==> src/verilog/btbPkg.sv <==
/*
 * Shared sizes, entry layouts and PC slicing helpers for the branch target
 * buffer. Design files refer to everything here by scoped name.
 */
package btbPkg;

    // Superscalar widths
    localparam int FETCH_WIDTH = 2;
    localparam int ISSUE_WIDTH = 2;

    // Table geometry, bank is the low index bit
    localparam int ENTRY_NUM  = 64;
    localparam int INDEX_BITS = 6;
    localparam int BANK_NUM   = 2;
    localparam int BANK_BITS  = $clog2(BANK_NUM);
    localparam int ROW_NUM    = ENTRY_NUM / BANK_NUM;
    localparam int ROW_BITS   = INDEX_BITS - BANK_BITS;

    localparam int QUEUE_SIZE     = 4;
    localparam int QUEUE_PTR_BITS = $clog2(QUEUE_SIZE);

    localparam int INSN_BYTES  = 4;
    localparam int OFFSET_BITS = $clog2(INSN_BYTES);
    localparam int PC_BITS     = 32;
    localparam int TAG_BITS    = 8;
    localparam int WORD_BITS   = PC_BITS - OFFSET_BITS;

    typedef logic [PC_BITS-1:0]        pcT;
    typedef logic [INDEX_BITS-1:0]     indexT;
    typedef logic [TAG_BITS-1:0]       tagT;
    typedef logic [BANK_BITS-1:0]      bankT;
    typedef logic [ROW_BITS-1:0]       rowT;
    typedef logic [WORD_BITS-1:0]      wordAddrT;
    typedef logic [QUEUE_PTR_BITS-1:0] queuePtrT;
    typedef logic [QUEUE_PTR_BITS:0]   queueCountT;

    // Target kept as a word address
    typedef struct packed {
        logic     valid;
        logic     isCondBr;
        tagT      tag;
        wordAddrT target;
    } btbEntryT;

    typedef struct packed {
        indexT    index;
        btbEntryT entry;
    } queueEntryT;

    function automatic indexT toIndex(pcT pc);
        return pc[OFFSET_BITS +: INDEX_BITS];
    endfunction

    function automatic tagT toTag(pcT pc);
        return pc[OFFSET_BITS + INDEX_BITS +: TAG_BITS];
    endfunction

    function automatic bankT bankOf(indexT index);
        return index[BANK_BITS-1:0];
    endfunction

    // Row inside a bank
    function automatic rowT rowOf(indexT index);
        return index[INDEX_BITS-1:BANK_BITS];
    endfunction

endpackage

==> src/verilog/btbReadStage.sv <==
/*
 * Lookup side of the BTB. Sends one read index per fetch slot to the array,
 * keeps the slot tags for a cycle and compares them with the returned entries.
 */
`timescale 1ns/1ps

module btbReadStage (
    input  logic             clk,
    input  logic             rstN,
    input  btbPkg::pcT       predNextPc,
    output btbPkg::indexT    ra          [btbPkg::FETCH_WIDTH],
    input  btbPkg::btbEntryT rv          [btbPkg::FETCH_WIDTH],
    output logic             btbHit      [btbPkg::FETCH_WIDTH],
    output btbPkg::pcT       btbTarget   [btbPkg::FETCH_WIDTH],
    output logic             btbIsCondBr [btbPkg::FETCH_WIDTH]
);

    btbPkg::pcT  slotPc [btbPkg::FETCH_WIDTH];
    btbPkg::tagT tagReg [btbPkg::FETCH_WIDTH];

    // Slot i covers the i-th instruction after the predicted PC
    always_comb begin
        for (int i = 0; i < btbPkg::FETCH_WIDTH; i++) begin
            slotPc[i] = predNextPc + btbPkg::pcT'(i * btbPkg::INSN_BYTES);
            ra[i]     = btbPkg::toIndex(slotPc[i]);
        end
    end

    // Tags line up with the array data one cycle later
    always_ff @(posedge clk or negedge rstN) begin
        if (!rstN) begin
            for (int i = 0; i < btbPkg::FETCH_WIDTH; i++) begin
                tagReg[i] <= '0;
            end
        end else begin
            for (int i = 0; i < btbPkg::FETCH_WIDTH; i++) begin
                tagReg[i] <= btbPkg::toTag(slotPc[i]);
            end
        end
    end

    always_comb begin
        for (int i = 0; i < btbPkg::FETCH_WIDTH; i++) begin
            btbHit[i]      = rv[i].valid && (rv[i].tag == tagReg[i]);
            btbTarget[i]   = {rv[i].target, {btbPkg::OFFSET_BITS{1'b0}}};
            btbIsCondBr[i] = rv[i].isCondBr;
        end
    end

endmodule

==> config.mk <==
export PLATFORM = sky130hd
export DESIGN_NAME = btbReadStage
export DESIGN_NICKNAME = d
export VERILOG_FILES = /design/src/verilog/btbPkg.sv /design/src/verilog/btbReadStage.sv
export SDC_FILE = /design/constraint.sdc
export NUM_CORES = 1
export LEC_CHECK = 0
export BUFFER_PORTS_ARGS = -buffer_cell sky130_fd_sc_hd__clkbuf_2
export CAP_MARGIN = 40
export CORE_ASPECT_RATIO = 0.8
export CORE_MARGIN = 2
export CORE_UTILIZATION = 25
export DETAILED_ROUTE_END_ITERATION = 12
export GPL_TIMING_DRIVEN = 0
export PLACE_DENSITY = 0.69
export REMOVE_ABC_BUFFERS = 1
export SYNTH_ARGS = -nofsm -noshare
export SYNTH_HDL_FRONTEND = slang
export SYNTH_SLANG_ARGS = --single-unit
==> constraint.sdc <==
create_clock -name clk -period 0.8 [get_ports clk]
set_input_delay 0.16 -clock clk [delete_from_list [all_inputs] [get_ports clk]]
set_output_delay 0.16 -clock clk [all_outputs]
set_load 0.01 [all_outputs]
# Word-level counts from Yosys, hierarchy flattened
# Index checks and enable logic that the tools add are counted.
totals:
  register_bits: 16
  in_bits: 114
  elab_cells: 7
  output_inout_bits: 80
op_classes:
  n_eq_ne: 2
  n_reduce_logical: 2
  addsub: 1
ops:
  columns: ["operator", "n"]
  rows:
  - ["16-bit by 3-bit adder with 16-bit output, second input constant", 1]
  - ["8-bit equality test", 2]
  - ["1-bit logical AND", 2]

# Longest topological paths before layout
depth:
  word_depth: 2
  depth_mapped: 4
  depth_no_buf: 4

# Worst setup path before layout
# Ideal clock, no wire load.
synth_path:
  path_kind: "reg-to-output"
  start: "reg tagReg[4] (netlist name)"
  end: "out btbHit[0] (netlist name)"
  stages_incl_launch_ff: 4
  path_buffers: 0
  t_arrival_ns: 0.896
  path_slack_ns: -0.256
  required_time_ns: 0.640
  path_cell_list: "dfrtp_1 > xnor2_1 > nand4_1 > nor3_1"
synth_rtl:
  columns: ["item", "line_no", "text"]
  rows:
  - ["start: declaration", "btbReadStage.sv:19", "btbPkg::tagT tagReg [btbPkg::FETCH_WIDTH];"]
  - ["start signal: indexed assignment", "btbReadStage.sv:37", "tagReg[i] <= btbPkg::toTag(slotPc[i]);"]
  - ["end: declaration", "btbReadStage.sv:13", "output logic btbHit [btbPkg::FETCH_WIDTH],"]

==> results.md <==
- NetSw: 526.5 uW
- Post-synthesis register bit count: 16
- Final hold slack: between 0.03 and 0.04 ns
- Final Util: 0.2864
- Part of the power in combinational logic: 0.253
- Distinct cell type count after synthesis: 14
- Vias in the first global route: 958
- WL/cell: slightly below 40 um
- ANT nets after route: 0
- CP max stage delay: 0.39 ns
- Hold endpoint: tagReg[13]
- Share of cells above drive strength 1: 0.5643
- Clk slew on worst S/H paths: 0.06 ns
- Post-route clock period utilization: 1.830
- Total Die Area: ~6300 um^2
- DRC violation count after routing: 0
- Final Hold Vio Count: 0
- Max-Cap Viols: 0
- Worst hold path class: input port to flop
- P_leak: 0.7066 nW
- Synth Instances: approximately 160
- Max Root-Sink Buffers: 2
- Layout Cells excl Fill: 218
- Worst Setup Start Kind: flop
- Multi-input logic area: 564.3 um^2
- Ys Warns: 0
- Worst Path Arrival: 1.30 ns
- Chip width: 88.16 um
- Unrepaired setup endpoints after global routing: yes
- Post-Syn Area: around 1400 um^2
- Clock sink count: 16
- Core Area: 5465 um^2
- Final wirelength: ~8500 um
- Hpwl dp: about 7700 um
- Detailed Routing Iterations Pass 1: 4
- # placed instances: 205
- Worst IR Drop VDD: 413.7 uV
- Fin area: 1565 um^2
- Failing checks: negative setup slack
- Biggest regs: tagReg (16)
- Status: finished, violations left
- 1st-iter DRT viols: 49
- Gr usage total: 0.2614
- Final min period: 1.464 ns
- P&R area growth vs syn: 10.51%
- I/O pin total: 194
- Largest net degree at the start of global routing: 17
- Final setup fails: 9
- Inserted Clock Buffers: 3
- Sequential cell area: ~400 um^2
- Critical path class: flop to primary output
- Ant diodes: 0
- # nets final: 256
- Clock Tree Root: clkbuf_8
- Fmax: between 0.6 and 0.7 GHz
- Cell row count: 24
- Final WS setup: -0.6639 ns
- Vias: around 1,000
- Worst Path Max Fanout: 1
- CP Capture Type: primary output
- Clk pwr share: 0.330
- H-tree depth: 1
- Crit. path cell count: 4
- Die height: 71.32 um
- CP top delay family: flip-flops
- Buf/Inv on CP: 1
- CP Cell Sequence: xnor2_1 -> nand4_1 -> nor3_2 -> buf_2
- Hold Path Depth: 1
- Final Max Tran Viols: 0
- Vias per cell: 4.550
- PwrDens: between 1000 and 1500 nW/um^2
- Initial Util: 0.2592
- Post-place setup slack: -0.4821 ns
- Routability congestion estimate: ~0.88
- Beginning of the worst hold path: predNextPc[13]
- Sequential area share after synthesis: 0.2827
- FILL cells: 607
- Sw frac: 0.2510
- TritonCTS clock tree: done
- Dpl cell area: 1175 um^2
- Global route overflow: 0
- Largest register FFs: 16
- CP Data Required Time: 0.64 ns
- First-pass GRT wire length: 10,130 um
- Initial antenna violation count: 0
- Mean Syn Cell Area: 9.138 um^2
- Crit path from: tagReg[12]
- Slowest cell on crit path: dfrtp_1
- Sequential power share: 0.417
- PortBufs: 47
- Register name with the most flops: tagReg
- Internal power: around 1.6 mW
## area by class of cell
cell class,count,area share
flip-flops and latches,16,0.2558
inverters,2,0.004796
multi-input cells,62,0.3605
well taps,78,0.06235
repair buffers,56,0.2814
clock buffers,4,0.03517
## what timing repair did
action	4_1_cts	5_1_grt
resized for setup	31	32
pin swaps	11	14
hold buffers	1	0
setup buffers	4	4
setup endpoints to repair	13	14
endpoints found under the hold margin	16	0
## kinds of logic after synthesis
| logic type | Yosys count | synth area share |
|---|---|---|
| xor+xnor | 28 | 0.1731 |
| flops | 16 | 0.2827 |
| buf+inv | 80 | 0.4187 |
| other cells | 1 | 0.002648 |
| simple gates | 29 | 0.1140 |
| fa+ha+maj | 1 | 0.008833 |
## power groups by stage
stage	Clock (mW)	Sequential, mW	Combinational [mW]
final	0.692	0.875	0.530
after global routing	0.740	0.880	0.571
after CTS	0.693	0.873	0.468
after detailed placement	0	0.888	0.369
after global placement	0	0.886	0.363
after floorplan	0	0.882	0.161
## Yosys cell counts (all sizes together)
| master | count | area (um^2) |
|---|---|---|
| ha | 1 | 12.51 |
| buf | 78 | 585.6 |
| inv | 2 | 7.510 |
| dfrtp | 16 | 400.4 |
| conb | 1 | 3.750 |
| xor2 | 9 | 78.83 |
| nand2 | 6 | 22.52 |
| nand4 | 6 | 37.54 |
| nor3 | 6 | 30.03 |
| nand3 | 6 | 35.03 |
| xnor2 | 19 | 166.4 |
| nor4 | 2 | 25.02 |
| nor2 | 3 | 11.26 |
## worst max-delay path by stage
stage and end:
2_1_floorplan btbHit[0], 3_3_place_gp btbHit[1], 3_5_place_dp btbHit[1], 4_1_cts btbHit[1], 5_1_grt btbHit[1], 6_report btbHit[1]
## layer usage
| metal | GRT usage | routed length (um) | share of wire |
|---|---|---|---|
| met1 | 0.1276 | 1400 | 0.16 |
| met2 | 0.4167 | 3856 | 0.45 |
| met3 | 0.4124 | 2874 | 0.34 |
| met4 | 0.08418 | 330 | 0.039 |
| met5 | 0.07438 | 53 | 0.0062 |
## placed cells by master, fill, tap and decap left out
master         instances
clkbuf_2              30
dfrtp_1               16
xnor2_1               15
xor2_1                 9
buf_2                  7
buf_6                  7
nand4_1                6
nor3_2                 5
nand2_1                5
clkbuf_8               5
buf_4                  5
xnor2_2                4
conb_1                 4
clkbuf_16              4
nand3_1                3
nand3_4                2
nand2_4                1
nor4_4                 1
inv_1                  1
nor4_2                 1
nor3_4                 1
nor2_2                 1
inv_2                  1
nor2_1                 1
nor2_4                 1
nand3_2                1
ha_4                   1
dlygate4sd3_1          1
buf_8                  1
## metrics by stage
stage / power (mW) / TNS, ns
floorplan: 1.044 / -0.7964
global placement: 1.249 / -3.977
detailed placement: 1.257 / -4.295
CTS: 2.035 / -1.770
global route: 2.191 / -2.151
finish: 2.098 / -1.665
No activity file was read; power rests on OpenSTA's default activity.
