### src/verilog/btbPkg.sv
/*
 * Shared sizes, entry layouts and PC slicing helpers for the branch target
 * buffer. Design files refer to everything here by scoped name.
 */
package btbPkg;

    // Superscalar widths
    localparam int FETCH_WIDTH = 2;
    localparam int ISSUE_WIDTH = 2;

    // Table geometry, bank is the low index bit
    localparam int ENTRY_NUM  = 64;
    localparam int INDEX_BITS = 6;
    localparam int BANK_NUM   = 2;
    localparam int BANK_BITS  = $clog2(BANK_NUM);
    localparam int ROW_NUM    = ENTRY_NUM / BANK_NUM;
    localparam int ROW_BITS   = INDEX_BITS - BANK_BITS;

    localparam int QUEUE_SIZE     = 4;
    localparam int QUEUE_PTR_BITS = $clog2(QUEUE_SIZE);

    localparam int INSN_BYTES  = 4;
    localparam int OFFSET_BITS = $clog2(INSN_BYTES);
    localparam int PC_BITS     = 32;
    localparam int TAG_BITS    = 8;
    localparam int WORD_BITS   = PC_BITS - OFFSET_BITS;

    typedef logic [PC_BITS-1:0]        pcT;
    typedef logic [INDEX_BITS-1:0]     indexT;
    typedef logic [TAG_BITS-1:0]       tagT;
    typedef logic [BANK_BITS-1:0]      bankT;
    typedef logic [ROW_BITS-1:0]       rowT;
    typedef logic [WORD_BITS-1:0]      wordAddrT;
    typedef logic [QUEUE_PTR_BITS-1:0] queuePtrT;
    typedef logic [QUEUE_PTR_BITS:0]   queueCountT;

    // Target kept as a word address
    typedef struct packed {
        logic     valid;
        logic     isCondBr;
        tagT      tag;
        wordAddrT target;
    } btbEntryT;

    typedef struct packed {
        indexT    index;
        btbEntryT entry;
    } queueEntryT;

    function automatic indexT toIndex(pcT pc);
        return pc[OFFSET_BITS +: INDEX_BITS];
    endfunction

    function automatic tagT toTag(pcT pc);
        return pc[OFFSET_BITS + INDEX_BITS +: TAG_BITS];
    endfunction

    function automatic bankT bankOf(indexT index);
        return index[BANK_BITS-1:0];
    endfunction

    // Row inside a bank
    function automatic rowT rowOf(indexT index);
        return index[INDEX_BITS-1:BANK_BITS];
    endfunction

endpackage

### src/verilog/btbWriteIf.sv
/*
 * Write side of the banked entry array. The update arbiter drives one
 * strobe, index and entry per issue port; the array samples them on clk.
 */
`timescale 1ns/1ps

interface btbWriteIf #(
    parameter int ENTRY_BITS = $bits(btbPkg::btbEntryT)
) (
    input logic clk
);

    // Plain per-cycle strobes, no handshake
    logic                  we [btbPkg::ISSUE_WIDTH];
    btbPkg::indexT         wa [btbPkg::ISSUE_WIDTH];
    logic [ENTRY_BITS-1:0] wv [btbPkg::ISSUE_WIDTH];

    modport master (
        input  clk,
        output we,
        output wa,
        output wv
    );

    modport slave (
        input clk,
        input we,
        input wa,
        input wv
    );

endinterface

### src/verilog/multiBankRam.sv
/*
 * Banked synchronous RAM for the BTB entries. Write ports come in through
 * btbWriteIf, one read port per fetch slot returns data a cycle later.
 * A read of an address written in the same cycle sees the old contents.
 */
`timescale 1ns/1ps

module multiBankRam #(
    parameter int ENTRY_BITS = $bits(btbPkg::btbEntryT)
) (
    btbWriteIf.slave              wr,
    input  btbPkg::indexT         ra [btbPkg::FETCH_WIDTH],
    output logic [ENTRY_BITS-1:0] rv [btbPkg::FETCH_WIDTH]
);

    // One row array per bank
    logic [ENTRY_BITS-1:0] bankMem [btbPkg::BANK_NUM][btbPkg::ROW_NUM];

    always_ff @(posedge wr.clk) begin
        for (int p = 0; p < btbPkg::ISSUE_WIDTH; p++) begin
            if (wr.we[p]) begin
                bankMem[btbPkg::bankOf(wr.wa[p])][btbPkg::rowOf(wr.wa[p])] <= wr.wv[p];
            end
        end
    end

    // Registered reads, nonblocking so a colliding write is not forwarded
    always_ff @(posedge wr.clk) begin
        for (int r = 0; r < btbPkg::FETCH_WIDTH; r++) begin
            rv[r] <= bankMem[btbPkg::bankOf(ra[r])][btbPkg::rowOf(ra[r])];
        end
    end

    // Each bank has a single write port, so the arbiter must keep writes apart
    for (genvar i = 0; i < btbPkg::ISSUE_WIDTH; i++) begin : gWrA
        for (genvar j = i + 1; j < btbPkg::ISSUE_WIDTH; j++) begin : gWrB
            aWriteBankUnique : assert property (
                @(posedge wr.clk)
                !(wr.we[i] && wr.we[j] &&
                  btbPkg::bankOf(wr.wa[i]) == btbPkg::bankOf(wr.wa[j]))
            ) else begin
                $error("Write ports %0d and %0d hit bank %0d together",
                       i, j, btbPkg::bankOf(wr.wa[i]));
            end
        end
    end

endmodule

### src/flat_wrapper.sv
// flat-port wrapper written by rule: the top's interface ports become plain ports
module multiBankRam_flat 
#(
    parameter int ENTRY_BITS = $bits(btbPkg::btbEntryT)
)
  (ra, rv, clk, wr_we, wr_wa, wr_wv);
  btbWriteIf #(.ENTRY_BITS(ENTRY_BITS)) wr_i (.clk(clk));
  input  btbPkg::indexT ra[btbPkg::FETCH_WIDTH];
  output logic [ENTRY_BITS-1:0] rv[btbPkg::FETCH_WIDTH];
  input wire logic clk;
  input wire logic [$bits(wr_i.we)-1:0] wr_we;
  input wire logic [$bits(wr_i.wa)-1:0] wr_wa;
  input wire logic [$bits(wr_i.wv)-1:0] wr_wv;
  assign wr_i.we = {>>{wr_we}};
  assign wr_i.wa = {>>{wr_wa}};
  assign wr_i.wv = {>>{wr_wv}};
  multiBankRam #(.ENTRY_BITS(ENTRY_BITS)) u_core (.wr(wr_i), .ra(ra), .rv(rv));
endmodule
### config.mk
export PLATFORM = sky130hd
export DESIGN_NAME = multiBankRam_flat
export DESIGN_NICKNAME = d
export VERILOG_FILES = /design/src/verilog/btbPkg.sv /design/src/verilog/btbWriteIf.sv /design/src/verilog/multiBankRam.sv /design/src/flat_wrapper.sv
export SDC_FILE = /design/constraint.sdc
export NUM_CORES = 2
export LEC_CHECK = 0
export BUFFER_PORTS_ARGS = -buffer_cell sky130_fd_sc_hd__clkbuf_2
export CAP_MARGIN = 20
export CORE_MARGIN = 2
export CORE_UTILIZATION = 53
export DETAILED_ROUTE_END_ITERATION = 10
export HOLD_SLACK_MARGIN = 0.1
export PLACE_DENSITY = 0.74
export SYNTH_ARGS = -nofsm -noshare
export SYNTH_HDL_FRONTEND = slang
export SYNTH_SLANG_ARGS = --single-unit
### constraint.sdc
create_clock -name clk -period 4.9 [get_ports clk]
set_clock_uncertainty 0.05 [all_clocks]
set_input_delay 0.49 -clock clk [delete_from_list [all_inputs] [get_ports clk]]
set_output_delay 0.49 -clock clk [all_outputs]
set_load 0.01 [all_outputs]
After elaboration in Yosys (flattened, before gate mapping)
Memory sizes are Yosys's and may differ from the RTL's.
Index checks and enable logic that the tools add are counted.

cells by class
  order comparisons = 6
  multiplexer cells = 14
  bitwise logic cells = 4
  reductions and logical operators = 2

operators by type and width
  operator                                                                      count
  1280-bit two-way mux                                                          2
  40-bit binary-select mux with 5-bit select                                    2
  40-bit demux with 5-bit select                                                2
  40-bit two-way mux                                                            6
  6-bit greater-or-equal comparator, second input constant                      4
  5-bit inverter with 6-bit output                                              4
  6-bit by 1-bit less-than comparator with 1-bit output, second input constant  2
  1-bit logical AND                                                             2
  1-bit two-way mux                                                             2

storage, ports and cells
  flip-flop bits (word level) = 80
  bits in writable memories = 2560
  input bits = 107
  output and inout port bits = 80
  word-level logic and storage cells = 29
  memories = 1

memory list
  memory          words  bits a word  rd ports  clocked after Yosys merged registers in  wr ports  RTL line            source
  u_core.bankMem  2      1280         2         0                                        2         multiBankRam.sv:17  logic [ENTRY_BITS-1:0] bankMem [btbPkg::BANK_NUM][btbPkg::ROW_NUM];

Depth between registers and ports, before layout
  depth in word-level cells = 6
  depth in mapped cells = 10

Worst setup path before layout
Ideal clock, no wire load.

  path kind = input to register
  start = input wr_wa[10]
  end = memory u_core.bankMem[1][1040] (netlist bit), enable pin
  library setup time = 0.493 ns
  arrival time = 3.962 ns
  required time = 4.357 ns
  setup slack = 0.395 ns
  stages on the path = 3
  buffers on the path = 1
  cells stage by stage = or3b_2 -> clkbuf_1 -> o21ai_0

RTL lines
  item                RTL line            source
  start: declaration  flat_wrapper.sv:12  input wire logic [$bits(wr_i.wa)-1:0] wr_wa;
  end: declaration    multiBankRam.sv:17

==> flow_metrics.env <==
export IMPL_irDropWorstVdd_v=0.000286
export IMPL_io_buffers=186
export IMPL_synth_edf_count=2560
export IMPL_finalCritPeriodShare_pct=64.8
export IMPL_clock_sinks=2640
export IMPL_fmax_ghz=0.315
export IMPL_finalSetupViolCount=0
export IMPL_grt_max_degree=101
export IMPL_nets=8889
export IMPL_leakage_nw=54.5
export IMPL_initial_utilization_pct=53.3
export IMPL_status="finished, violations left"
export IMPL_crit_buf_inv=4
export IMPL_power_density_nw_per_um2=330
export IMPL_synthDominantCellAreaShare_pct=51.0
export IMPL_die_w_um=537
export IMPL_slowest_delay_ps=920
export IMPL_grt_total_usage_pct=40.8
export IMPL_die_area_um2=288000
export IMPL_syn2layout_area_growth_pct=11.0
export IMPL_synth_area_top_cells="edfxtp_1 51%, mux4_2 19%, mux2_2 19%, clkbuf_1 1.8%, dfxtp_1 1.1%"
export IMPL_arrival_ps=3790
export IMPL_critical_path_top_delay_family="buffers and inverters"
export IMPL_fin_crit_ps=3180
export IMPL_grt_antenna_before_repair=64
export IMPL_yosys_warnings=0
export IMPL_postCtsSetupRepairBufs=0
export IMPL_rsz0062_at_grt="no"
export IMPL_grt_overflow_total=0
export IMPL_syn_cell_area_um2=151000
export IMPL_drt_wl_total_mm=598
export IMPL_dr_pass1_iters=11
export IMPL_netlist_instances=9062
export IMPL_cp_max_fo=22
export IMPL_finalMaxSlewViolations=0
export IMPL_clock_path_buffers=4
export IMPL_rows=195
export IMPL_slowest_stage="nor3b_2"
export IMPL_slew_limit_headroom_pct=9.11
export IMPL_hp_class="in -> reg"
export IMPL_cts_tree="built"
export IMPL_first_global_vias=100000
export IMPL_dp_hpwl_mm=359
export IMPL_final_hold_viol_count=0
export IMPL_worst_pin_slew_ps=1360
export IMPL_place_congestion=0.972
export IMPL_required_ps=5510
export IMPL_drive_above_1_share_pct=56.5
export IMPL_path_clk_slew_ps=60
export IMPL_root_buffer="clkbuf_16"
export IMPL_viasPerCell=8.11
export IMPL_maxCapViolations=0
export IMPL_cpMostUsedCell="buf_4"
export IMPL_critPathKind="in -> reg"
export IMPL_drt_iter0_markers=20500
export IMPL_start_kind="primary input"
export IMPL_cts_made_buffers=298
export IMPL_routedWlPerCell_um=46.7
export IMPL_ant_nets=0
export IMPL_tns_ps=0
export IMPL_synth_cell_type_count=49
export IMPL_violations="design-rule violations"
export IMPL_dr_total_vias=104000
export IMPL_syn_num_nets=9169
export IMPL_ctsResizeCount=0
export IMPL_synth_flop_cell="edfxtp_1"
export IMPL_ios=187
export IMPL_drc=1
export IMPL_htreeDepth=5
export IMPL_coreArea_um2=283000
export IMPL_ys_ff_latch=2640
export IMPL_layout_setup_ws_ps=1720
export IMPL_syn_area_per_cell_um2=16.6
export IMPL_crit_path_cell_trace="clkbuf_2 -> nor3b_2 -> buf_4 -> nand2_4 -> buf_4 -> mux2_2 -> dlygate4sd3_1"
export IMPL_fp_dieH_um=537
export IMPL_rrSetupSlack_ps=2250
export IMPL_ys_seq_area_share_pct=52.1
export IMPL_preCtsSetupSlack_ps=1170
export IMPL_synth_area_leader_cell="edfxtp_1"
export IMPL_end_kind="flip-flop"
export IMPL_clock_latency_ps=960
export IMPL_async_flop_share_pct=0
export IMPL_grt_pass1_wl_mm=811
## synth_stat cells, drive strengths merged, types with 14 or more instances
| library cell | n |
|---|---|
| a211o | 14 |
| a211oi | 15 |
| a21oi | 103 |
| a221oi | 112 |
| a22o | 100 |
| a22oi | 134 |
| a311oi | 19 |
| and3 | 21 |
| buf | 575 |
| clkbuf | 713 |
| dfxtp | 80 |
| edfxtp | 2560 |
| mux2 | 2562 |
| mux2i | 103 |
| mux4 | 1278 |
| nand2 | 60 |
| nand2b | 19 |
| nand3 | 50 |
| nor2 | 96 |
| nor2b | 41 |
| nor3 | 39 |
| o21ai | 60 |
| o221ai | 71 |
| o22ai | 156 |
## cell usage in the layout (no fill, tap or decap), drive strengths merged, types with 14 or more instances in the layout
cell type	Yosys	final
mux4	1278	1278
and3	21	21
o22ai	156	156
a211o	14	14
a221oi	112	112
nand2	60	60
bufinv	0	28
a311oi	19	19
mux2i	103	103
o21ai	60	60
edfxtp	2560	2560
buf	575	521
a22o	100	100
diode	0	42
nor3	39	39
clkinv	0	108
nand3	50	50
clkbuf	713	568
a22oi	134	134
nor2	96	96
a21oi	103	103
dfxtp	80	80
a211oi	15	15
o221ai	71	71
nand2b	19	19
mux2	2562	2562
nor2b	41	41
## worst reg2reg max path, delay by kind of cell (launching register included)
kind	cells	cell delay [ps]
compound gates	2	1360
mux	2	440
flops	1	370
simple gates	1	230
## area by class of cell
class,instances,area (um^2)
diodes,42,105
repair buffers,708,6120
clock buffers,391,8140
well taps,3743,4680
clock inverters,153,1770
multi-input cells,5134,67900
fillers,20800,115000
flip-flops and latches,2640,78500
## through the flow
| stage | area [um^2] | total power, W | hold WS, ps | cells | util [%] |
|---|---|---|---|---|---|
| after floorplan | 151000 | 0.0297 | 704 | 9062 | - |
| after global placement | 157000 | 0.0319 | 794 | 12200 | 55.4 |
| after detailed placement | 157000 | 0.0320 | 809 | 12200 | 55.5 |
| after CTS | 167000 | 0.0548 | 104 | 12700 | 59.0 |
| after global routing | 167000 | 0.0560 | 131 | 12800 | 59.1 |
| final | 167000 | 0.0551 | 104 | 12800 | 59.2 |
## per-layer routing
metal / vias to the layer above / part of all wire [%] / global-route usage (%)
met3: 2805 / 17 / 19.0
met5: - / 0.27 / 2.29
met4: 84 / 8.6 / 28.4
met2: 10900 / 42 / 56.7
met1: 53100 / 32 / 50.1
li1: 37100 / - / -
## logic make-up (layout without fill, tap and decap cells)
kind of cell           after synthesis  count (layout)  share of synthesized area, %
multiplexers                      3943            3943                          38.9
AND/OR/NAND/NOR                    376             376                          1.28
AO/OA/AOI/OAI                      815             815                          3.94
flip-flops                        2640            2640                          52.1
other                                0              42                             0
buffers and inverters             1288            1252                          3.74
## what timing repair did
| item | 4_1_cts | 5_1_grt |
|---|---|---|
| hold buffers | 0 | 10 |
| hold endpoints to repair | 0 | 35 |
| endpoints found under the setup margin | 0 | 0 |
## registers in the layout, summed over array words and instances, names as in the netlist
register        flops
u_core.bankMem   2560
u_core.rv          80
## path summary, 6_finish.rpt
kind / from / to / cells after the start
max: wr_wa[5] / u_core.bankMem[1][609]$_DFFE_PP_ / 7
min: wr_wv[0] / u_core.bankMem[1][480]$_DFFE_PP_ / 2
max reg2reg: u_core.bankMem[1][295]$_DFFE_PP_ / u_core.rv[15]$_DFF_P_ / 5
min reg2reg: u_core.bankMem[0][642]$_DFFE_PP_ / u_core.rv[2]$_DFF_P_ / 4
## report_power, final
part | internal [W] | switching [W]
sequential | 0.0252 | 0.000285
clock | 0.0133 | 0.00998
combinational | 0.00265 | 0.00376
(Power assumes the default switching activity.)
