$ cat src/verilog/btbPkg.sv
/*
 * Shared sizes, entry layouts and PC slicing helpers for the branch target
 * buffer. Design files refer to everything here by scoped name.
 */
package btbPkg;

    // Superscalar widths
    localparam int FETCH_WIDTH = 2;
    localparam int ISSUE_WIDTH = 2;

    // Table geometry, bank is the low index bit
    localparam int ENTRY_NUM  = 64;
    localparam int INDEX_BITS = 6;
    localparam int BANK_NUM   = 2;
    localparam int BANK_BITS  = $clog2(BANK_NUM);
    localparam int ROW_NUM    = ENTRY_NUM / BANK_NUM;
    localparam int ROW_BITS   = INDEX_BITS - BANK_BITS;

    localparam int QUEUE_SIZE     = 4;
    localparam int QUEUE_PTR_BITS = $clog2(QUEUE_SIZE);

    localparam int INSN_BYTES  = 4;
    localparam int OFFSET_BITS = $clog2(INSN_BYTES);
    localparam int PC_BITS     = 32;
    localparam int TAG_BITS    = 8;
    localparam int WORD_BITS   = PC_BITS - OFFSET_BITS;

    typedef logic [PC_BITS-1:0]        pcT;
    typedef logic [INDEX_BITS-1:0]     indexT;
    typedef logic [TAG_BITS-1:0]       tagT;
    typedef logic [BANK_BITS-1:0]      bankT;
    typedef logic [ROW_BITS-1:0]       rowT;
    typedef logic [WORD_BITS-1:0]      wordAddrT;
    typedef logic [QUEUE_PTR_BITS-1:0] queuePtrT;
    typedef logic [QUEUE_PTR_BITS:0]   queueCountT;

    // Target kept as a word address
    typedef struct packed {
        logic     valid;
        logic     isCondBr;
        tagT      tag;
        wordAddrT target;
    } btbEntryT;

    typedef struct packed {
        indexT    index;
        btbEntryT entry;
    } queueEntryT;

    function automatic indexT toIndex(pcT pc);
        return pc[OFFSET_BITS +: INDEX_BITS];
    endfunction

    function automatic tagT toTag(pcT pc);
        return pc[OFFSET_BITS + INDEX_BITS +: TAG_BITS];
    endfunction

    function automatic bankT bankOf(indexT index);
        return index[BANK_BITS-1:0];
    endfunction

    // Row inside a bank
    function automatic rowT rowOf(indexT index);
        return index[INDEX_BITS-1:BANK_BITS];
    endfunction

endpackage

$ cat src/verilog/btbWriteIf.sv
/*
 * Write side of the banked entry array. The update arbiter drives one
 * strobe, index and entry per issue port; the array samples them on clk.
 */
`timescale 1ns/1ps

interface btbWriteIf #(
    parameter int ENTRY_BITS = $bits(btbPkg::btbEntryT)
) (
    input logic clk
);

    // Plain per-cycle strobes, no handshake
    logic                  we [btbPkg::ISSUE_WIDTH];
    btbPkg::indexT         wa [btbPkg::ISSUE_WIDTH];
    logic [ENTRY_BITS-1:0] wv [btbPkg::ISSUE_WIDTH];

    modport master (
        input  clk,
        output we,
        output wa,
        output wv
    );

    modport slave (
        input clk,
        input we,
        input wa,
        input wv
    );

endinterface

$ cat src/verilog/btbUpdateArbiter.sv
/*
 * Turns executed branch results into BTB array writes. Bank conflicts are
 * parked in a small queue and replayed on free ports; after reset a sweep
 * clears every entry through port 0 and then raises ready.
 */
`timescale 1ns/1ps

module btbUpdateArbiter (
    input  logic       clk,
    input  logic       rstN,
    input  logic       brValid    [btbPkg::ISSUE_WIDTH],
    input  logic       brTaken    [btbPkg::ISSUE_WIDTH],
    input  logic       brIsCondBr [btbPkg::ISSUE_WIDTH],
    input  btbPkg::pcT brAddr     [btbPkg::ISSUE_WIDTH],
    input  btbPkg::pcT brNextAddr [btbPkg::ISSUE_WIDTH],
    btbWriteIf.master  wr,
    output logic       ready
);

    typedef enum logic [1:0] {
        sInit,
        sSweep,
        sRun
    } stateT;

    stateT         state;
    btbPkg::indexT sweepIdx;

    logic             we [btbPkg::ISSUE_WIDTH];
    btbPkg::indexT    wa [btbPkg::ISSUE_WIDTH];
    btbPkg::btbEntryT wv [btbPkg::ISSUE_WIDTH];

    btbPkg::queueEntryT queueMem [btbPkg::QUEUE_SIZE];
    btbPkg::queuePtrT   headPtr;
    btbPkg::queuePtrT   tailPtr;
    btbPkg::queueCountT count;
    btbPkg::queueEntryT head;
    btbPkg::queueEntryT pushEntry;
    logic               full;
    logic               empty;
    logic               push;
    logic               pop;

    assign ready = (state == sRun);
    assign full  = (count == btbPkg::queueCountT'(btbPkg::QUEUE_SIZE));
    assign empty = (count == '0);
    assign head  = queueMem[headPtr];

    always_comb begin
        logic blocked;
        push      = 1'b0;
        pop       = 1'b0;
        pushEntry = '0;
        blocked   = 1'b0;

        // One candidate per taken result, nothing before ready
        for (int i = 0; i < btbPkg::ISSUE_WIDTH; i++) begin
            we[i]          = ready && brValid[i] && brTaken[i];
            wa[i]          = btbPkg::toIndex(brAddr[i]);
            wv[i].valid    = 1'b1;
            wv[i].isCondBr = brIsCondBr[i];
            wv[i].tag      = btbPkg::toTag(brAddr[i]);
            wv[i].target   = brNextAddr[i][btbPkg::PC_BITS-1:btbPkg::OFFSET_BITS];
        end

        // Later ports yield the bank to earlier ones; a full queue drops the update
        for (int i = 1; i < btbPkg::ISSUE_WIDTH; i++) begin
            for (int j = 0; j < i; j++) begin
                if (we[i] && we[j] && btbPkg::bankOf(wa[i]) == btbPkg::bankOf(wa[j])) begin
                    we[i]           = 1'b0;
                    push            = !full;
                    pushEntry.index = wa[i];
                    pushEntry.entry = wv[i];
                end
            end
        end

        // Replay the head on the first idle port that stays conflict free
        if (!empty) begin
            for (int i = 0; i < btbPkg::ISSUE_WIDTH; i++) begin
                blocked = we[i] || pop;
                for (int j = 0; j < btbPkg::ISSUE_WIDTH; j++) begin
                    if (j != i && we[j] &&
                        btbPkg::bankOf(head.index) == btbPkg::bankOf(wa[j])) begin
                        blocked = 1'b1;
                    end
                end
                if (!blocked) begin
                    we[i] = 1'b1;
                    wa[i] = head.index;
                    wv[i] = head.entry;
                    pop   = 1'b1;
                end
            end
        end

        // Sweep owns port 0 and silences the rest
        if (state == sSweep) begin
            for (int i = 0; i < btbPkg::ISSUE_WIDTH; i++) begin
                we[i] = (i == 0);
                wa[i] = sweepIdx;
                wv[i] = '0;
            end
            push = 1'b0;
            pop  = 1'b0;
        end
    end

    always_comb begin
        for (int i = 0; i < btbPkg::ISSUE_WIDTH; i++) begin
            wr.we[i] = we[i];
            wr.wa[i] = wa[i];
            wr.wv[i] = wv[i];
        end
    end

    always_ff @(posedge clk or negedge rstN) begin
        if (!rstN) begin
            state    <= sInit;
            sweepIdx <= '0;
            headPtr  <= '0;
            tailPtr  <= '0;
            count    <= '0;
        end else begin
            case (state)
                sInit: state <= sSweep;
                sSweep: begin
                    sweepIdx <= sweepIdx + 1'b1;
                    if (sweepIdx == btbPkg::indexT'(btbPkg::ENTRY_NUM - 1)) begin
                        state <= sRun;
                    end
                end
                default: state <= sRun;
            endcase

            if (push) begin
                tailPtr <= tailPtr + 1'b1;
            end
            if (pop) begin
                headPtr <= headPtr + 1'b1;
            end
            if (push && !pop) begin
                count <= count + 1'b1;
            end else if (pop && !push) begin
                count <= count - 1'b1;
            end
        end
    end

    always_ff @(posedge clk) begin
        if (push) begin
            queueMem[tailPtr] <= pushEntry;
        end
    end

    // Direct writes and the replayed head together must still spread over banks
    for (genvar i = 0; i < btbPkg::ISSUE_WIDTH; i++) begin : gPortA
        for (genvar j = i + 1; j < btbPkg::ISSUE_WIDTH; j++) begin : gPortB
            aPortBankUnique : assert property (
                @(posedge clk) disable iff (!rstN)
                !(wr.we[i] && wr.we[j] &&
                  btbPkg::bankOf(wr.wa[i]) == btbPkg::bankOf(wr.wa[j]))
            ) else begin
                $error("Arbiter enabled ports %0d and %0d on one bank", i, j);
            end
        end
    end

endmodule

$ cat src/flat_wrapper.sv
// flat-port wrapper written by rule: the top's interface ports become plain ports
module btbUpdateArbiter_flat 
  (clk, rstN, brValid, brTaken, brIsCondBr, brAddr, brNextAddr, ready, wr_we, wr_wa, wr_wv);
  btbWriteIf wr_i (.clk(clk));
  input  logic clk;
  input  logic rstN;
  input  logic brValid[btbPkg::ISSUE_WIDTH];
  input  logic brTaken[btbPkg::ISSUE_WIDTH];
  input  logic brIsCondBr[btbPkg::ISSUE_WIDTH];
  input  btbPkg::pcT brAddr[btbPkg::ISSUE_WIDTH];
  input  btbPkg::pcT brNextAddr[btbPkg::ISSUE_WIDTH];
  output logic ready;
  output wire logic [$bits(wr_i.we)-1:0] wr_we;
  output wire logic [$bits(wr_i.wa)-1:0] wr_wa;
  output wire logic [$bits(wr_i.wv)-1:0] wr_wv;
  assign wr_we = {>>{wr_i.we}};
  assign wr_wa = {>>{wr_i.wa}};
  assign wr_wv = {>>{wr_i.wv}};
  btbUpdateArbiter u_core (.clk(clk), .rstN(rstN), .brValid(brValid), .brTaken(brTaken), .brIsCondBr(brIsCondBr), .brAddr(brAddr), .brNextAddr(brNextAddr), .wr(wr_i), .ready(ready));
endmodule
$ cat config.mk
export PLATFORM = sky130hd
export DESIGN_NAME = btbUpdateArbiter_flat
export DESIGN_NICKNAME = d
export VERILOG_FILES = /design/src/verilog/btbPkg.sv /design/src/verilog/btbWriteIf.sv /design/src/verilog/btbUpdateArbiter.sv /design/src/flat_wrapper.sv
export SDC_FILE = /design/constraint.sdc
export NUM_CORES = 1
export LEC_CHECK = 0
export ABC_AREA = 1
export BUFFER_PORTS_ARGS = -buffer_cell sky130_fd_sc_hd__buf_4
export CORE_UTILIZATION = 26
export DETAILED_ROUTE_END_ITERATION = 10
export PLACE_DENSITY_LB_ADDON = 0.1
export SETUP_SLACK_MARGIN = 0.2
export SYNTH_ARGS = -nofsm -noshare
export SYNTH_HDL_FRONTEND = slang
export SYNTH_SLANG_ARGS = --single-unit
$ cat constraint.sdc
create_clock -name clk -period 7.35 [get_ports clk]
set_clock_uncertainty 0.05 [all_clocks]
set_input_delay 1.1025 -clock clk [delete_from_list [all_inputs] [get_ports clk]]
set_output_delay 1.1025 -clock clk [all_outputs]
set_load 0.005 [all_outputs]
---- After elaboration in Yosys (flattened, before gate mapping) ----
Memory sizes are Yosys's and may differ from the RTL's.
Cells that the tools add are included.
storage, ports and cells
  RAM bits ................................ 184
  output and inout bits ................... 95
  memories ................................ 1
  flip-flop bits (word level) ............. 15
memories
  name             words  bits a word  read ports  clocked after memory_dff  write ports  RTL line                RTL
  u_core.queueMem  4      46           1           0                         1            btbUpdateArbiter.sv:33  btbPkg::queueEntryT queueMem [btbPkg::QUEUE_SIZE];
operators by class
  reduce and logical (&&, ||, !) cells .... 17
  mux-type cells .......................... 33
  eq/ne operators ......................... 8
  add/sub/neg operators ................... 5
operators by type and width
  operator                                              number
  two-way mux 80 bit                                    2
  two-way mux 40 bit                                    2
  two-way mux 46 bit                                    1
  two-way mux 12 bit                                    2
  two-way mux 6 bit                                     3
  two-way mux 1 bit                                     17
  logical AND 1 bit                                     10
  adder 6 x 1 -> 6 bit (second input constant)          1
  equality test 6 bit (second input constant)           1
  two-way mux 2 bit                                     3
  two-way mux 3 bit                                     2
  adder 2 x 1 -> 2 bit (second input constant)          2
  one-hot mux 2 bit (2 select lines)                    1
  adder 3 x 1 -> 3 bit (second input constant)          1
  equality test 1 bit                                   3
  equality test 3 bit (second input constant)           1
  logical NOT 1 bit                                     3
  logical NOT 3 bit                                     1
  subtractor 3 x 1 -> 3 bit (second input constant)     1
  equality test 2 x 1 -> 1 bit (second input constant)  1
  equality test 2 bit (second input constant)           1
  logical NOT 2 bit                                     1
  inequality test 2 bit (second input constant)         1
  nonzero test 2 bit                                    1
  logical OR 1 bit                                      1

---- Depth between registers and ports, before layout ----
  depth in word-level cells ............... 21
  depth in mapped cells ................... 17
  gate-level depth less buffers ........... 17

---- Worst setup path before layout ----
Ideal clock, no wire load.
  path kind ............................... input port to flip-flop
  from .................................... in brTaken[1] (netlist name)
  to ...................................... mem u_core.queueMem[0][0] (netlist name) (enable)
  arrival time ............................ 3.812 ns
  required time ........................... 6.850 ns
  path buffers ............................ 0
  stages .................................. 8
  setup slack ............................. 3.038 ns
  path through ............................ nand2_1 > inv_1 > nand2_2 > nor2_2 > nand2_1 > inv_1 > o21ai_1 > nor2_1
between the ends
  word-level cells in the longest chain between the ends .. 7
RTL lines
  what                                     RTL line                 RTL
  start, declared                          flat_wrapper.sv:8        input logic brTaken[btbPkg::ISSUE_WIDTH];
  logical AND 1 bit                        btbUpdateArbiter.sv:58   we[i] = ready && brValid[i] && brTaken[i];
  logical AND 1 bit (2 in a row)           btbUpdateArbiter.sv:69   if (we[i] && we[j] && btbPkg::bankOf(wa[i]) == btbPkg::bankOf(wa[j])) begin
  two-way mux 1 bit                        btbUpdateArbiter.sv:69
  two-way mux 1 bit                        btbUpdateArbiter.sv:98   if (state == sSweep) begin
  two-way mux 1 bit                        btbUpdateArbiter.sv:151  if (push) begin
  two-way mux 1 bit (not written as such)  btbUpdateArbiter.sv:152  queueMem[tailPtr] <= pushEntry;
  end, declared                            btbUpdateArbiter.sv:33
Every way passes these cells.

---- Worst setup path after layout ----
  from .................................... reg u_core.headPtr[0]
  to ...................................... out wr_wv[35]
between the ends
  word-level cells in the longest chain between the ends .. 14
RTL lines
  what                     RTL line                 RTL
  start, declared          btbUpdateArbiter.sv:34   btbPkg::queuePtrT headPtr;
  start signal, assigned   btbUpdateArbiter.sv:140  headPtr <= headPtr + 1'b1;
  memory (4 x 46 bit) (*)  -
  equality test 1 bit      btbUpdateArbiter.sv:84   btbPkg::bankOf(head.index) == btbPkg::bankOf(wa[j])) begin
  logical AND 1 bit        btbUpdateArbiter.sv:83   if (j != i && we[j] &&
  two-way mux 1 bit        btbUpdateArbiter.sv:83
  two-way mux 1 bit        btbUpdateArbiter.sv:79   if (!empty) begin
  two-way mux 6 bit        btbUpdateArbiter.sv:88   if (!blocked) begin
  two-way mux 6 bit        btbUpdateArbiter.sv:79
  equality test 1 bit      btbUpdateArbiter.sv:84
  logical AND 1 bit        btbUpdateArbiter.sv:83
  two-way mux 1 bit        btbUpdateArbiter.sv:83
  two-way mux 1 bit        btbUpdateArbiter.sv:79
  two-way mux 40 bit (*)   btbUpdateArbiter.sv:88
  two-way mux 80 bit (*)   btbUpdateArbiter.sv:79
  two-way mux 80 bit (*)   btbUpdateArbiter.sv:98
  end, declared            flat_wrapper.sv:15       output wire logic [$bits(wr_i.wv)-1:0] wr_wv;
Mark *: on every way between the ends. The rest lies on a longest branch, timed or not. The select of a mux whose other input is x is not followed.

==> metrics.txt <==
outcome=complete, no violations; capture point of the worst path=wr_wv[35]; grt met3 use=0.0190; Final nets=around 1300; maximum root-to-sink buffer count=2; P_int=1.71 mW; worst hold start=u_core.sweepIdx[5]$_DFFE_PN0P_; vias per cell=4.48; Hold Vio Cnt, Final=0; most frequent CP cell=nand2_1; post-synthesis sequential area ratio=0.608; CTS H-tree depth=4; placed cells=between 1500 and 2000; Cell Area, Synth=between 0.009 and 0.01 sq mm; Worst-path clk slew=80 ps; DR iter-0 viols=approximately 400; core area=0.0367 sq mm; design area=0.0122 sq mm; class of the worst hold path=register to register; fill count=between 3000 and 4000; hold-fix buffers at CTS=0; # Max-Cap Violations=0; crit path launch type=register; PwrDens=between 150 and 200 mW/mm^2; PortBufs=190; Post-CTS Setup Bufs=0; CTS buffer count=17; Slew Viols, Final=0; vias in the first global route=~7400; Initial Utilization=0.264; Die H=195 um; Worst path slowest cell=dfrtp_4; ANT nets after route=0; Setup TNS Final=0 ps; Overflow after GRT=0; WS Path Type=register to output port; GR Util met2=0.259; Syn Nets=~1200; CTS tree=done; Routed wire per std cell=between 15 and 20 um; RSZ-0062 raised after global routing=false; Yosys cell types=31; final worst setup slack=approximately 1600 ps; highest cell delay on the worst timing path=roughly 760 ps; Critical R2R Capture=u_core.count[2]$_DFFE_PN0P_; CP cell instances=clkinv_2 -> nand2_1 -> nand3_1 -> nand2_1 -> nand2_1 -> nand3_2 -> nand2_2 -> nand3_4 -> nand2_4 -> inv_2 -> nor2_1 -> nor2_1 -> buf_4; slew margin rel.=0.341; Clk pwr share=0.418; via count=7451; Seq pwr share=0.554; combinational power share=0.028; worst vdd ir=around 0.16 mV; final-report setup violation count=0; number of remaining DRC errors=0; synthesized area per cell=9.50 sq um; NetSw=between 0.4 and 0.5 mW; number of cell rows=70; R2R setup slack=3060 ps; Place WS=slightly below 2000 ps; P_leak=about 4.6 nW; YS warnings=0; global route hottest layer=met2; R2R Path Start=u_core.headPtr[0]$_DFFE_PN0P_; io pins=around 230; post_cts resized=0; CP Capture Type=output port; global-route wire length before repair=~44000 um; GRT Util Overall=0.151; # diodes=0; P&R area growth vs syn=25.3%; clock sink total=199; Mapped Cells=approximately 1000; Worst Path Required=6200 ps; total wire length=roughly 29000 um; die area=between 0.03 and 0.04 sq mm; worst skew pair latency=~430 ps; Critical Path Fanout Max=48; largest net degree at the start of global routing=62; R2R cell count=16; Crit path buffers/inverters=3; fin crit share=0.779; largest delay contributor family on the critical path=simple AND/OR/NAND/NOR gates; Initial DRT Pass Iterations=5; M1 GR Usage=0.203; register bit total from synthesis=199; switching part of the total=0.221; crit path from=u_core.headPtr[0]$_DFFE_PN0P_; WP depth=13; Peak Freq=about 170 MHz; initial antenna violation count=0; DP Wirelength=between 15000 and 20000 um; commonest non-fill, non-tap cell in the layout=nor2_1; non-filler cells, final=~1700; Die Wd=about 200 um; Worst EP arrival=~4600 ps; instance area at placement=0.0116 sq mm; commonest non-fill, non-tap cells in the layout=225 x nor2_1, 204 x buf_4, 184 x edfxtp_1; root buffer cell=clkbuf_16; overall power=around 2.2 mW; GP Congestion=between 0.7 and 0.8; Least-Margin Pin Slew=slightly below 1000 ps; share of cells above drive strength 1=0.235; post-layout minimum cycle time=around 5700 ps
-- state kept, by name, summed over array words and instances (netlist names) --
register,count
u_core.count,3
u_core.headPtr,2
u_core.queueMem,184
u_core.state,2
u_core.sweepIdx,6
u_core.tailPtr,2
-- per-layer routing --
metal | vias to the layer above | wire [um]
met2 | 103 | 13900
met4 | 0 | 253
met1 | 3586 | 13900
met3 | 14 | 535
li1 | 3748 | -
met5 | - | 0
-- kinds of logic (layout without fill, tap and decap cells) --
family                     after synthesis  in the layout  synth area share
xor gates and xnor gates                 9              9           0.00812
adders and majority gates                7              7           0.00980
and+or+nand+nor                        434            434             0.188
AOI/OAI and AO/OA                      202            202             0.116
DFF                                    199            199             0.608
buffers and inverters                  171            343            0.0703
-- power by group through the flow --
stage / registers [mW] / clock network (mW) / logic [mW]
after floorplan: 1.24 / 0 / 0.0167
after global placement: 1.24 / 0 / 0.0620
after detailed placement: 1.24 / 0 / 0.0624
after CTS: 1.22 / 0.943 / 0.0627
after global routing: 1.22 / 0.981 / 0.0691
final: 1.22 / 0.917 / 0.0616
-- cells in the mapped netlist, drive strengths merged --
master / count / area share
fa: 1 / 0.0021
xnor2: 3 / 0.0027
o21ai: 116 / 0.060
a32o: 16 / 0.017
nor3: 2 / 0.0015
nand2: 126 / 0.050
dfrtp: 15 / 0.039
clkbuf: 41 / 0.016
xor2: 6 / 0.0054
clkinv: 1 / 0.00039
edfxtp: 184 / 0.57
or2: 21 / 0.014
nor2: 233 / 0.092
nand3: 51 / 0.029
buf: 23 / 0.013
a21oi: 40 / 0.021
o22ai: 30 / 0.019
nand4: 1 / 0.0022
inv: 106 / 0.041
ha: 6 / 0.0077
-- worst min-delay path by stage --
stage | end | cells past startpoint
final | u_core.sweepIdx[5]$_DFFE_PN0P_ | 1
after global routing | u_core.state[0]$_DFFE_PN0P_ | 1
after CTS | u_core.sweepIdx[5]$_DFFE_PN0P_ | 1
after detailed placement | u_core.sweepIdx[5]$_DFFE_PN0P_ | 1
after global placement | u_core.sweepIdx[5]$_DFFE_PN0P_ | 1
after floorplan | u_core.sweepIdx[5]$_DFFE_PN0P_ | 1
-- layout make-up --
| cell class | instances | area (sq um) | area share |
|---|---|---|---|
| clock buffers | 17 | 425 | 0.0350 |
| clock inverters | 15 | 154 | 0.0127 |
| inverters | 107 | 404 | 0.0332 |
| multi-input cells | 652 | 3160 | 0.259 |
| flip-flops and latches | 199 | 5900 | 0.486 |
| well taps | 468 | 586 | 0.0482 |
| repair buffers | 204 | 1530 | 0.126 |
-- stage by stage --
step            util  hold WS (ps)
2_1_floorplan      -           396
3_3_place_gp   0.316           418
3_5_place_dp   0.316           422
4_1_cts        0.331           436
5_1_grt        0.331           462
6_report       0.331           433
Power figures use the tool's default switching activity.
